==> config.mk <==
export PLATFORM = sky130hd
export DESIGN_NAME = trig_ctrl_top
export DESIGN_NICKNAME = d
export VERILOG_FILES = /design/src/rtl/trig_ctrl_pkg.sv /design/src/rtl/chan_regs.sv /design/src/rtl/frame_decoder.sv /design/src/rtl/reply_tx.sv /design/src/rtl/trig_ctrl_top.sv /design/src/rtl/uart_rx.sv
export SDC_FILE = /design/constraint.sdc
export NUM_CORES = 1
export LEC_CHECK = 0
export BUFFER_PORTS_ARGS = -buffer_cell sky130_fd_sc_hd__buf_2
export CORE_ASPECT_RATIO = 0.8
export CORE_UTILIZATION = 45
export DETAILED_ROUTE_END_ITERATION = 16
export PLACE_DENSITY = 0.72
export REMOVE_ABC_BUFFERS = 1
export SKIP_LAST_GASP = 1
export SYNTH_ARGS = -nofsm -noshare
export SYNTH_HDL_FRONTEND = slang
export SYNTH_SLANG_ARGS = --single-unit
==> constraint.sdc <==
create_clock -name clk -period 8.2 [get_ports clk]
set_clock_uncertainty 0.15 [all_clocks]
set_input_delay 0.41 -clock clk [delete_from_list [all_inputs] [get_ports clk]]
set_output_delay 0.41 -clock clk [all_outputs]
set_load 0.1 [all_outputs]
==> src/rtl/trig_ctrl_pkg.sv <==
package trig_ctrl_pkg;

	// bit timer width and frame geometry
	localparam int DIV_W       = 20;
	localparam int FRAME_BYTES = 4;
	localparam int NUM_CHAN    = 4;

	// quiet bit times before a partial frame is abandoned
	localparam int GAP_BITS = 20;

	// clocks per bit for baud codes 0 to 3
	localparam logic [DIV_W-1:0] BIT_DIV_110  = 20'd109091;
	localparam logic [DIV_W-1:0] BIT_DIV_600  = 20'd20000;
	localparam logic [DIV_W-1:0] BIT_DIV_2400 = 20'd5000;
	localparam logic [DIV_W-1:0] BIT_DIV_9600 = 20'd1250;

	typedef logic [7:0] byte_t;
	typedef logic [1:0] chan_idx_t;
	typedef logic [1:0] baud_sel_t;

	// index 0 is channel 0
	typedef byte_t [NUM_CHAN-1:0] chan_bytes_t;

	// index 0 is the first byte received, the command
	typedef byte_t [FRAME_BYTES-1:0] frame_t;

	// reply byte for a rejected frame
	localparam byte_t ERR_BYTE = 8'hFF;

	typedef enum logic [7:0] {
		CMD_NOP      = 8'h00,
		CMD_TRIG_SET = 8'h53,
		CMD_TRIG_CLR = 8'h5C,
		CMD_VECTOR   = 8'hA5
	} cmd_e;

	function automatic logic [DIV_W-1:0] bit_div(input baud_sel_t sel);
		case (sel)
			2'd0:    return BIT_DIV_110;
			2'd1:    return BIT_DIV_600;
			2'd2:    return BIT_DIV_2400;
			default: return BIT_DIV_9600;
		endcase
	endfunction

endpackage

==> src/rtl/chan_regs.sv <==
module chan_regs
	import trig_ctrl_pkg::*;
(
	input  logic        clk,
	input  logic        nrst,
	input  logic        frame_done,
	input  logic        frame_ok,
	input  frame_t      frame,
	output chan_bytes_t trig_level,
	output chan_bytes_t vector,
	output logic        armed
);

	chan_idx_t chan;
	cmd_e      cmd;
	logic      wr_en;

	// channel range already checked by the decoder
	assign chan  = chan_idx_t'(frame[1]);
	assign cmd   = cmd_e'(frame[0]);
	assign wr_en = frame_done && frame_ok;

	always_ff @(posedge clk or negedge nrst) begin
		if (!nrst) begin
			trig_level <= '0;
			vector     <= '0;
			armed      <= 1'b0;
		end else if (wr_en) begin
			case (cmd)
				CMD_TRIG_SET: begin
					// level in byte 3, arms the trigger
					trig_level[chan] <= frame[3];
					armed            <= 1'b1;
				end
				CMD_TRIG_CLR: begin
					armed <= 1'b0;
				end
				CMD_VECTOR: begin
					vector[chan] <= frame[2];
				end
				default: begin
					// nop writes nothing
				end
			endcase
		end
	end

endmodule

==> src/rtl/frame_decoder.sv <==
module frame_decoder
	import trig_ctrl_pkg::*;
(
	input  logic      clk,
	input  logic      nrst,
	input  baud_sel_t baud,
	input  logic      byte_valid,
	input  byte_t     byte_data,
	input  logic      reply_busy,
	output logic      frame_done,
	output logic      frame_ok,
	output frame_t    frame
);

	logic [DIV_W-1:0] div;
	logic [DIV_W-1:0] gap_cnt;
	logic [4:0]       gap_bits;
	logic [1:0]       byte_cnt;
	frame_t           frm;
	frame_t           frm_next;
	cmd_e             cmd;
	logic             chan_ok;
	logic             rules_ok;

	assign div = bit_div(baud);

	// newest byte enters at the top, command ends up in index 0
	assign frm_next = {byte_data, frm[FRAME_BYTES-1:1]};
	assign frame    = frm;

	assign cmd     = cmd_e'(frm_next[0]);
	assign chan_ok = (frm_next[1] < 8'(NUM_CHAN));

	// command rules, checked against the frame as it completes
	always_comb begin
		case (cmd)
			CMD_NOP:      rules_ok = chan_ok;
			CMD_TRIG_CLR: rules_ok = chan_ok;
			CMD_VECTOR:   rules_ok = chan_ok;
			CMD_TRIG_SET: begin
				// trigger type 1 or 2 only
				rules_ok = chan_ok && (frm_next[2] == 8'd1 || frm_next[2] == 8'd2);
			end
			default:      rules_ok = 1'b0;
		endcase
	end

	always_ff @(posedge clk) begin
		if (byte_valid)
			frm <= frm_next;
	end

	always_ff @(posedge clk or negedge nrst) begin
		if (!nrst) begin
			byte_cnt   <= '0;
			gap_cnt    <= '0;
			gap_bits   <= '0;
			frame_done <= 1'b0;
			frame_ok   <= 1'b0;
		end else begin
			frame_done <= 1'b0;
			if (byte_valid) begin
				gap_cnt  <= '0;
				gap_bits <= '0;
				if (byte_cnt == 2'(FRAME_BYTES - 1)) begin
					byte_cnt <= '0;
					// reply still going out, frame is dropped
					frame_done <= !reply_busy;
					frame_ok   <= rules_ok;
				end else begin
					byte_cnt <= byte_cnt + 1'b1;
				end
			end else if (byte_cnt != '0) begin
				// partial frame, watch for a quiet line
				if (gap_cnt == div - 1'b1) begin
					gap_cnt <= '0;
					if (gap_bits == 5'(GAP_BITS - 1)) begin
						gap_bits <= '0;
						byte_cnt <= '0;
					end else begin
						gap_bits <= gap_bits + 1'b1;
					end
				end else begin
					gap_cnt <= gap_cnt + 1'b1;
				end
			end
		end
	end

endmodule

==> src/rtl/reply_tx.sv <==
module reply_tx
	import trig_ctrl_pkg::*;
(
	input  logic      clk,
	input  logic      nrst,
	input  baud_sel_t baud,
	input  logic      frame_done,
	input  logic      frame_ok,
	input  frame_t    frame,
	output logic      tx,
	output logic      reply_busy
);

	typedef enum logic {
		TX_IDLE,
		TX_SEND
	} tx_state_e;

	tx_state_e        state;
	logic [DIV_W-1:0] div;
	logic [DIV_W-1:0] cnt;
	logic             bit_end;
	logic             load;
	frame_t           reply_val;
	frame_t           rep;
	logic [8:0]       sh;
	logic [3:0]       bits_left;
	logic [1:0]       byte_idx;

	assign div     = bit_div(baud);
	assign bit_end = (cnt == div - 1'b1);
	assign load    = (state == TX_IDLE) && frame_done;

	// echo on a good frame, all error bytes otherwise
	assign reply_val = frame_ok ? frame : {FRAME_BYTES{ERR_BYTE}};

	assign reply_busy = (state == TX_SEND);

	// data bits with the stop bit on top, shifted out lsb first
	always_ff @(posedge clk) begin
		if (load) begin
			rep <= reply_val;
			sh  <= {1'b1, reply_val[0]};
		end else if (state == TX_SEND && bit_end) begin
			if (bits_left != 4'd0)
				sh <= {1'b1, sh[8:1]};
			else
				sh <= {1'b1, rep[byte_idx + 1'b1]};
		end
	end

	always_ff @(posedge clk or negedge nrst) begin
		if (!nrst) begin
			state     <= TX_IDLE;
			tx        <= 1'b1;
			cnt       <= '0;
			bits_left <= '0;
			byte_idx  <= '0;
		end else begin
			case (state)
				TX_IDLE: begin
					if (frame_done) begin
						// start bit of the first byte
						state     <= TX_SEND;
						tx        <= 1'b0;
						cnt       <= '0;
						bits_left <= 4'd9;
						byte_idx  <= '0;
					end
				end
				TX_SEND: begin
					if (bit_end) begin
						cnt <= '0;
						if (bits_left != 4'd0) begin
							tx        <= sh[0];
							bits_left <= bits_left - 1'b1;
						end else if (byte_idx == 2'(FRAME_BYTES - 1)) begin
							// last stop bit done, line stays high
							state <= TX_IDLE;
						end else begin
							// next byte follows with no idle bits
							byte_idx  <= byte_idx + 1'b1;
							tx        <= 1'b0;
							bits_left <= 4'd9;
						end
					end else begin
						cnt <= cnt + 1'b1;
					end
				end
				default: state <= TX_IDLE;
			endcase
		end
	end

endmodule

==> src/rtl/trig_ctrl_top.sv <==
module trig_ctrl_top
	import trig_ctrl_pkg::*;
(
	input  logic        clk,
	input  logic        nrst,
	input  baud_sel_t   baud,
	input  logic        rx,
	output logic        tx,
	output chan_bytes_t trig_level,
	output chan_bytes_t vector,
	output logic        armed
);

	logic   byte_valid;
	byte_t  byte_data;
	logic   frame_done;
	logic   frame_ok;
	frame_t frame;
	logic   reply_busy;

	uart_rx i_uart_rx (
		.clk        (clk),
		.nrst       (nrst),
		.baud       (baud),
		.rx         (rx),
		.byte_valid (byte_valid),
		.byte_data  (byte_data)
	);

	frame_decoder i_frame_decoder (
		.clk        (clk),
		.nrst       (nrst),
		.baud       (baud),
		.byte_valid (byte_valid),
		.byte_data  (byte_data),
		.reply_busy (reply_busy),
		.frame_done (frame_done),
		.frame_ok   (frame_ok),
		.frame      (frame)
	);

	chan_regs i_chan_regs (
		.clk        (clk),
		.nrst       (nrst),
		.frame_done (frame_done),
		.frame_ok   (frame_ok),
		.frame      (frame),
		.trig_level (trig_level),
		.vector     (vector),
		.armed      (armed)
	);

	// reply goes out while the next frame is received
	reply_tx i_reply_tx (
		.clk        (clk),
		.nrst       (nrst),
		.baud       (baud),
		.frame_done (frame_done),
		.frame_ok   (frame_ok),
		.frame      (frame),
		.tx         (tx),
		.reply_busy (reply_busy)
	);

endmodule

==> src/rtl/uart_rx.sv <==
module uart_rx
	import trig_ctrl_pkg::*;
(
	input  logic      clk,
	input  logic      nrst,
	input  baud_sel_t baud,
	input  logic      rx,
	output logic      byte_valid,
	output byte_t     byte_data
);

	typedef enum logic [1:0] {
		RX_IDLE,
		RX_START,
		RX_DATA,
		RX_STOP
	} rx_state_e;

	rx_state_e        state;
	logic             rx_meta;
	logic             rx_s;
	logic [DIV_W-1:0] div;
	logic [DIV_W-1:0] cnt;
	logic             half_end;
	logic             bit_end;
	logic [2:0]       bit_idx;
	byte_t            shreg;

	assign div      = bit_div(baud);
	assign half_end = (cnt == (div >> 1) - 1'b1);
	assign bit_end  = (cnt == div - 1'b1);

	assign byte_data = shreg;

	// two flop synchronizer, idles high
	always_ff @(posedge clk or negedge nrst) begin
		if (!nrst) begin
			rx_meta <= 1'b1;
			rx_s    <= 1'b1;
		end else begin
			rx_meta <= rx;
			rx_s    <= rx_meta;
		end
	end

	always_ff @(posedge clk or negedge nrst) begin
		if (!nrst) begin
			state      <= RX_IDLE;
			cnt        <= '0;
			bit_idx    <= '0;
			byte_valid <= 1'b0;
		end else begin
			byte_valid <= 1'b0;
			case (state)
				RX_IDLE: begin
					cnt <= '0;
					if (!rx_s)
						state <= RX_START;
				end
				RX_START: begin
					// half a bit in, line must still be low
					if (half_end) begin
						cnt     <= '0;
						bit_idx <= '0;
						state   <= rx_s ? RX_IDLE : RX_DATA;
					end else begin
						cnt <= cnt + 1'b1;
					end
				end
				RX_DATA: begin
					if (bit_end) begin
						cnt     <= '0;
						bit_idx <= bit_idx + 1'b1;
						if (bit_idx == 3'd7)
							state <= RX_STOP;
					end else begin
						cnt <= cnt + 1'b1;
					end
				end
				RX_STOP: begin
					// low stop bit means a framing error, byte dropped
					if (bit_end) begin
						cnt        <= '0;
						byte_valid <= rx_s;
						state      <= RX_IDLE;
					end else begin
						cnt <= cnt + 1'b1;
					end
				end
				default: state <= RX_IDLE;
			endcase
		end
	end

	// lsb first, so shift in from the top
	always_ff @(posedge clk) begin
		if (state == RX_DATA && bit_end)
			shreg <= {rx_s, shreg[7:1]};
	end

endmodule

Word-level counts from Yosys, hierarchy flattened --
Cells that the tools add are included. Widths: inputs -> output; s select.
Storage, ports and cells: flip-flop bits (word level) 231, latch bits 0, RAM bits 0, memory bits (read-only) 0, input bits 5, output and inout port bits 66, word-level logic and storage cells 178, memories kept 0
Cells by class: $add $sub $neg 10, multipliers 0, div/mod/pow operators 0, order comparisons 4, equality and inequality tests 31, shift-type cells 0, multiplexer cells 65, bitwise logic cells 1, reduce and logical (&&, ||, !) cells 31
Operators with widths (number):
- $mux 20 | 7
- $eq 20x20->1 | 4
- $bwmux 32 | 2
- $add 20x1->20 const B | 3
- $pmux 20 s3 | 1
- $pmux 17 s3 | 1
- $mux 8 | 6
- $pmux 20 s2 | 1
- $eq 8x7->1 const B | 4
- $mux 2 | 15
- $mux 5 | 4
- $sub 19x1->20 const B | 1
- $sub 20x1->20 const B | 1
- $bmux 8 s2 | 1
- $demux 8 s2 | 1
- $eq 8x8->1 const B | 2
- $mux 4 | 4
- $reduce_bool 2->1 | 7
- $mux 1 | 12
- $eq 2x2->1 const B | 5
- $ne 2x2->1 const B | 5
- $reduce_and 2->1 | 5
- $reduce_and 3->1 | 3
- $eq 8x1->1 const B | 1
- 30 further kinds | 46

Longest topological paths before layout --
depth in word-level cells 7, gate-level depth with buffers 12, mapped depth without buffers 8

Modules after synthesis --
Synthesis repeated with hierarchy kept, for this count alone.
Unflattened totals: cells, all modules 940, area, all modules 11385.9 um^2
Modules (own cells, without submodules):
- reply_tx | instances 1, cells each 324, area each 3631.0 um^2, seq. area each 1903.1 um^2
- frame_decoder | instances 1, cells each 252, area each 3017.9 um^2, seq. area each 1686.6 um^2
- chan_regs | instances 1, cells each 159, area each 2675.1 um^2, seq. area each 1626.6 um^2
- uart_rx | instances 1, cells each 205, area each 2062.0 um^2, seq. area each 943.4 um^2

Worst setup path before layout --
Ideal clock, no wire load.
path kind in2reg, start point input baud[0], end point register i_reply_tx.sh[0], enable pin, setup time 370 ps, data arrival time 2761 ps, data required time 7680 ps, setup slack 4919 ps, cell stages on the path 11, path buffers 4, cells stage by stage clkbuf_1 inv_1 ha_1 buf_2 and3_1 o21bai_1 xnor2_1 a31oi_1 buf_2 buf_2 nor2_1
On the way: word-level cells in the longest chain between the ends 6, elaborated cells between the ends (all ways) 8, those cells by class 1 x add/sub; 3 x eq/ne; 1 x mux; 3 x reduce/logical
Ends and longest elaborated chain:
- start: declaration | line trig_ctrl_top.sv:6 | input baud_sel_t baud,
- $eq 2x2->1 (tied with other cells) | line trig_ctrl_pkg.sv:38 | case (sel)
- $pmux 17 s3 (*) | line trig_ctrl_pkg.sv:38
- $sub 20x1->20 (*) | line reply_tx.sv:31 | assign bit_end = (cnt == div - 1'b1);
- $eq 20x20->1 (*) | line reply_tx.sv:31
- $logic_and 1x1->1 (*) | line reply_tx.sv:44 | end else if (state == TX_SEND && bit_end) begin
- $reduce_bool 2->1 (no line) (*)
- end signal: assignment | line reply_tx.sv:43 | sh <= {1'b1, reply_val[0]};
- end signal: assignment | line reply_tx.sv:46 | sh <= {1'b1, sh[8:1]};
- end signal: assignment | line reply_tx.sv:48 | sh <= {1'b1, rep[byte_idx + 1'b1]};
- end: declaration | line reply_tx.sv:26 | logic [8:0] sh;
Every way passes the cells marked *; elsewhere a longest branch is shown, timed or not. A chain may end at the register's enable or synchronous reset.

Worst setup path in the final report --
start point input baud[0], end point register i_uart_rx.cnt[8]
On the way: word-level cells in the longest chain between the ends 6, elaborated cells between the ends (all ways) 11, those cells by class 2 x add/sub; 4 x eq/ne; 4 x mux; 1 x reduce/logical
Ends and longest elaborated chain:
- $eq 2x2->1 (tied with other cells) | line trig_ctrl_pkg.sv:38
- $pmux 17 s3 (*) | line trig_ctrl_pkg.sv:38
- $sub 20x1->20 / $sub 19x1->20 (equally long branches) | line uart_rx.sv:31, uart_rx.sv:30
- $eq 20x20->1, on equally long branches | line uart_rx.sv:31, uart_rx.sv:30
- $mux 20, on equally long branches | line uart_rx.sv:71, uart_rx.sv:82, uart_rx.sv:62
- $pmux 20 s3 (*) | line uart_rx.sv:54 | case (state)
- end signal: assignment | line uart_rx.sv:67 | cnt <= cnt + 1'b1;
- end signal: assignment | line uart_rx.sv:77 | cnt <= cnt + 1'b1;
- end signal: assignment | line uart_rx.sv:87 | cnt <= cnt + 1'b1;
- end: declaration | line uart_rx.sv:23 | logic [DIV_W-1:0] cnt;
Marked as above.

==> results.md <==
- Wirelength per Cell: 18.6 um
- Pins Over Slew Limit: 0
- Worst Tran Pin Value: 1080 ps
- Outcome: finished clean
- Total GRT Usage: 0.201
- FF-to-FF End: i_chan_regs.trig_level[19]$_DFFE_PN0P_
- R2R Setup Slk: 4870 ps
- Die footprint: 0.0251 mm^2
- Sequential fraction of design power: 0.489
- Mux cell area share after synthesis: 0.0893
- Cell taking the most area after synthesis: dfrtp_1
- Ports: 71
- Startpoint types: input port
- Gate power share: 0.099
- Clk_lat worst skew: 520 ps
- Peak VDD IR: 125 uV
- Slowest-stage cell, CP: o41ai_2
- Final #Nets: 1029
- Clk pwr share: 0.412
- Buffers added on ports: 70
- Slew HR: 0.281
- Cell internal pwr: 0.00196 W
- Initial DRC count: 518
- Synth Area in Adders: 0.0273
- Vias in the first global route: 7231
- Max frequency: 293 MHz
- Asr flop ratio synth: 0.652
- CTS Hold Buffers Added: 2
- Switching Share: 0.258
- Worst-path clk slew: 60 ps
- Tmin final: 3410 ps
- Final setup fails: 0
- Layout cell share with drive strength beyond 1: 0.208
- Count of cell types in the netlist: 73
- CP required: 8410 ps
- Total grt overflow: 0
- Hold endpoint: i_uart_rx.rx_s$_DFF_PN1_
- Reg-to-reg startpoint: i_frame_decoder.frame_ok$_DFFE_PN0P_
- Initial Util: 0.464
- Post-CTS Setup Inserts: 0
- Simple-Gate Fraction of Synth Area: 0.173
- Cell Pwr Density: 213 mW/mm^2
- Synth warn: 0
- Fillers: 2005
- Max Cap Viol: 0
- HP Class: register to register
- CP Class: input port to register
- Pin count of the biggest net entering global routing: 81
- Compound-gate portion of the synthesized area: 0.0734
- Largest family of logic cells by synthesized area: simple AND/OR/NAND/NOR gates
- Post-DRT Antenna Nets: 0
- Final WL: 24.8 mm
- Post-synthesis sequential area ratio: 0.560
- DP Wirelength: 16.6 mm
- Cts repair resizes: 0
- RSZ-0062 raised after global routing: false
- Primary FF master, synth: dfrtp_1
- Period utilization: 0.416
- Critical hold path startpoint: i_uart_rx.rx_meta$_DFF_PN1_
- Fin. Hold Viols: 0
- Clock sink count: 230
- Total CTS buffers: 24
- Inst Count DP: 1284
- CTS H-tree lvls: 1
- Final setup TNS: 0 ps
- Layout Cells excl Fill: 1330
- Critical-path cell list: buf_2, inv_1, ha_1, and3_1, o21bai_1, xor2_1, o41ai_2, a21o_1, nor2_1
- Mapped Area: 0.0110 mm^2
- Syn-to-layout area delta: 12.8%
- Crit-path max FO: 20
- Hold Slack: 206 ps
- Synth top area share: 0.334
- Ant diodes: 0
- Critical Path AT: 3630 ps
- Synth area leaders: dfrtp_1 (33%), edfxtp_1 (22%), mux2_2 (6.7%)
- Vias per cell: 5.68
- Root Buffer: clkbuf_16
- First-pass GRT wire length: 40.2 mm
- Worst hold stages: 0
- DR pass1 iterations: 5
- Leakage: 5.51 nW
- Reg area: 0.00616 mm^2
- Syn avg cell area: 11.7 um^2
- XOR/XNOR Fraction of Synth Area: 0.0493
- Critical path's largest stage delay: 670 ps
- Initial antenna violation count: 0
- Final RePlAce weighted congestion: 0.853
- Mapped Cells: 940
- CTS tree: built
- Net switching power: 0.000682 W
- Cell count of the worst reg-to-reg path: 4
- Core Area: 0.0237 mm^2
- DR vias: 7551
- Die X: 177 um
- Register bit total from synthesis: 230
- # DRC: 0
- Cell Rows: 50
- Multi-input combinational cell area: 0.00454 mm^2
- Post-synth EDFFs: 80
- CP endpoint kind: register
- Clock Tree Buf Depth: 3
- Chip height: 142 um
-- per-layer routing --
metal  track usage  vias up  wire [um]
met4        0.0458        0        459
met5             0        -          0
li1              -     3531          -
met1         0.316     3737      12200
met2         0.291      247      10500
met3        0.0308       36       1600
-- sequential cells by signal, indices dropped and copies added, names as in the netlist, 20 cells and up, named ones only --
signal                   flops
i_chan_regs.trig_level      32
i_frame_decoder.gap_cnt     20
i_chan_regs.vector          32
i_frame_decoder.frame       24
i_reply_tx.rep              32
i_uart_rx.cnt               20
i_reply_tx.cnt              20
-- critical path: cells and delay by family --
family	cells	cell delay [ps]
AND/OR/NAND/NOR	2	330
buffers and inverters	2	360
AO/OA/AOI/OAI	3	1890
adder cells (fa/ha/maj)	1	440
XOR/XNOR	1	180
-- worst max path at each step --
stage               startpoint                          to
floorplan              baud[0]  i_reply_tx.sh[0]$_DFFE_PP_
global placement       baud[0]  i_uart_rx.cnt[3]$_DFF_PN0_
detailed placement     baud[0]  i_uart_rx.cnt[3]$_DFF_PN0_
CTS                    baud[0]  i_uart_rx.cnt[8]$_DFF_PN0_
global route           baud[0]  i_uart_rx.cnt[4]$_DFF_PN0_
finish                 baud[0]  i_uart_rx.cnt[8]$_DFF_PN0_
-- final cells by class --
| cell class | count | share of cell area |
|---|---|---|
| multi-input cells | 637 | 0.366 |
| clock inverters | 14 | 0.0107 |
| clock buffers | 30 | 0.0534 |
| flip-flops and latches | 230 | 0.496 |
| inverters | 31 | 0.00938 |
| repair buffers | 76 | 0.0328 |
| well taps | 312 | 0.0315 |
-- kinds of logic (layout without fill, tap and decap cells) --
family,Yosys count,count (layout)
AND/OR/NAND/NOR,358,358
flip-flops,230,230
AO/OA/AOI/OAI,114,114
multiplexers,80,80
buffers and inverters,73,151
XOR/XNOR,61,61
adder cells (fa/ha/maj),24,24
-- power groups by stage --
stage / Sequential [W] / Clock, W / Combinational, W
3_5_place_dp: 0.00131 / 0 / 0.000259
2_1_floorplan: 0.00129 / 0 / 0.000193
6_report: 0.00129 / 0.00109 / 0.000262
5_1_grt: 0.00130 / 0.00115 / 0.000299
4_1_cts: 0.00129 / 0.00111 / 0.000264
3_3_place_gp: 0.00131 / 0 / 0.000254
-- through the flow --
step | power, W | setup WS, ps | utilization | instance area, um^2
global route | 0.00274 | 4570 | 0.523 | 12400
CTS | 0.00266 | 4860 | 0.523 | 12400
finish | 0.00264 | 4790 | 0.523 | 12400
global placement | 0.00156 | 4490 | 0.489 | 11600
floorplan | 0.00148 | 4100 | - | 10800
detailed placement | 0.00157 | 4340 | 0.489 | 11600
-- cell usage after synthesis (all sizes together) (4+ instances only) --
| cell | number |
|---|---|
| o31ai | 5 |
| edfxtp | 80 |
| nor4 | 10 |
| o41ai | 5 |
| dfrtp | 147 |
| or3 | 9 |
| nand3 | 40 |
| ha | 24 |
| nand2 | 71 |
| nor2b | 5 |
| nand3b | 5 |
| nand4 | 20 |
| o21a | 4 |
| clkbuf | 28 |
| or4 | 5 |
| a31oi | 26 |
| and2 | 9 |
| inv | 31 |
| mux4 | 8 |
| xnor2 | 18 |
| nand2b | 41 |
| xor2 | 43 |
| nor2 | 72 |
| o21ai | 16 |
| and3 | 18 |
| buf | 14 |
| a21oi | 20 |
| a22oi | 6 |
| nor3 | 22 |
| mux2 | 65 |
| mux2i | 7 |
| or2 | 5 |
| or3b | 7 |
| and4 | 6 |
| a21o | 4 |
-- placed cells by master (no fill, tap or decap), drive strengths merged, types with 6 or more instances in the layout --
master / synthesis / routed
a21oi: 20 / 20
a22oi: 6 / 6
a31oi: 26 / 26
and2: 9 / 9
and3: 18 / 18
and4: 6 / 6
buf: 14 / 74
clkbuf: 28 / 30
clkinv: 0 / 10
dfrtp: 147 / 147
edfxtp: 80 / 80
ha: 24 / 24
inv: 31 / 32
mux2: 65 / 65
mux2i: 7 / 7
mux4: 8 / 8
nand2: 71 / 71
nand2b: 41 / 41
nand3: 40 / 40
nand4: 20 / 20
nor2: 72 / 72
nor3: 22 / 22
nor4: 10 / 10
o21ai: 16 / 16
or3: 9 / 9
or3b: 7 / 7
xnor2: 18 / 18
xor2: 43 / 43
No activity file was read; power rests on OpenSTA's default activity.
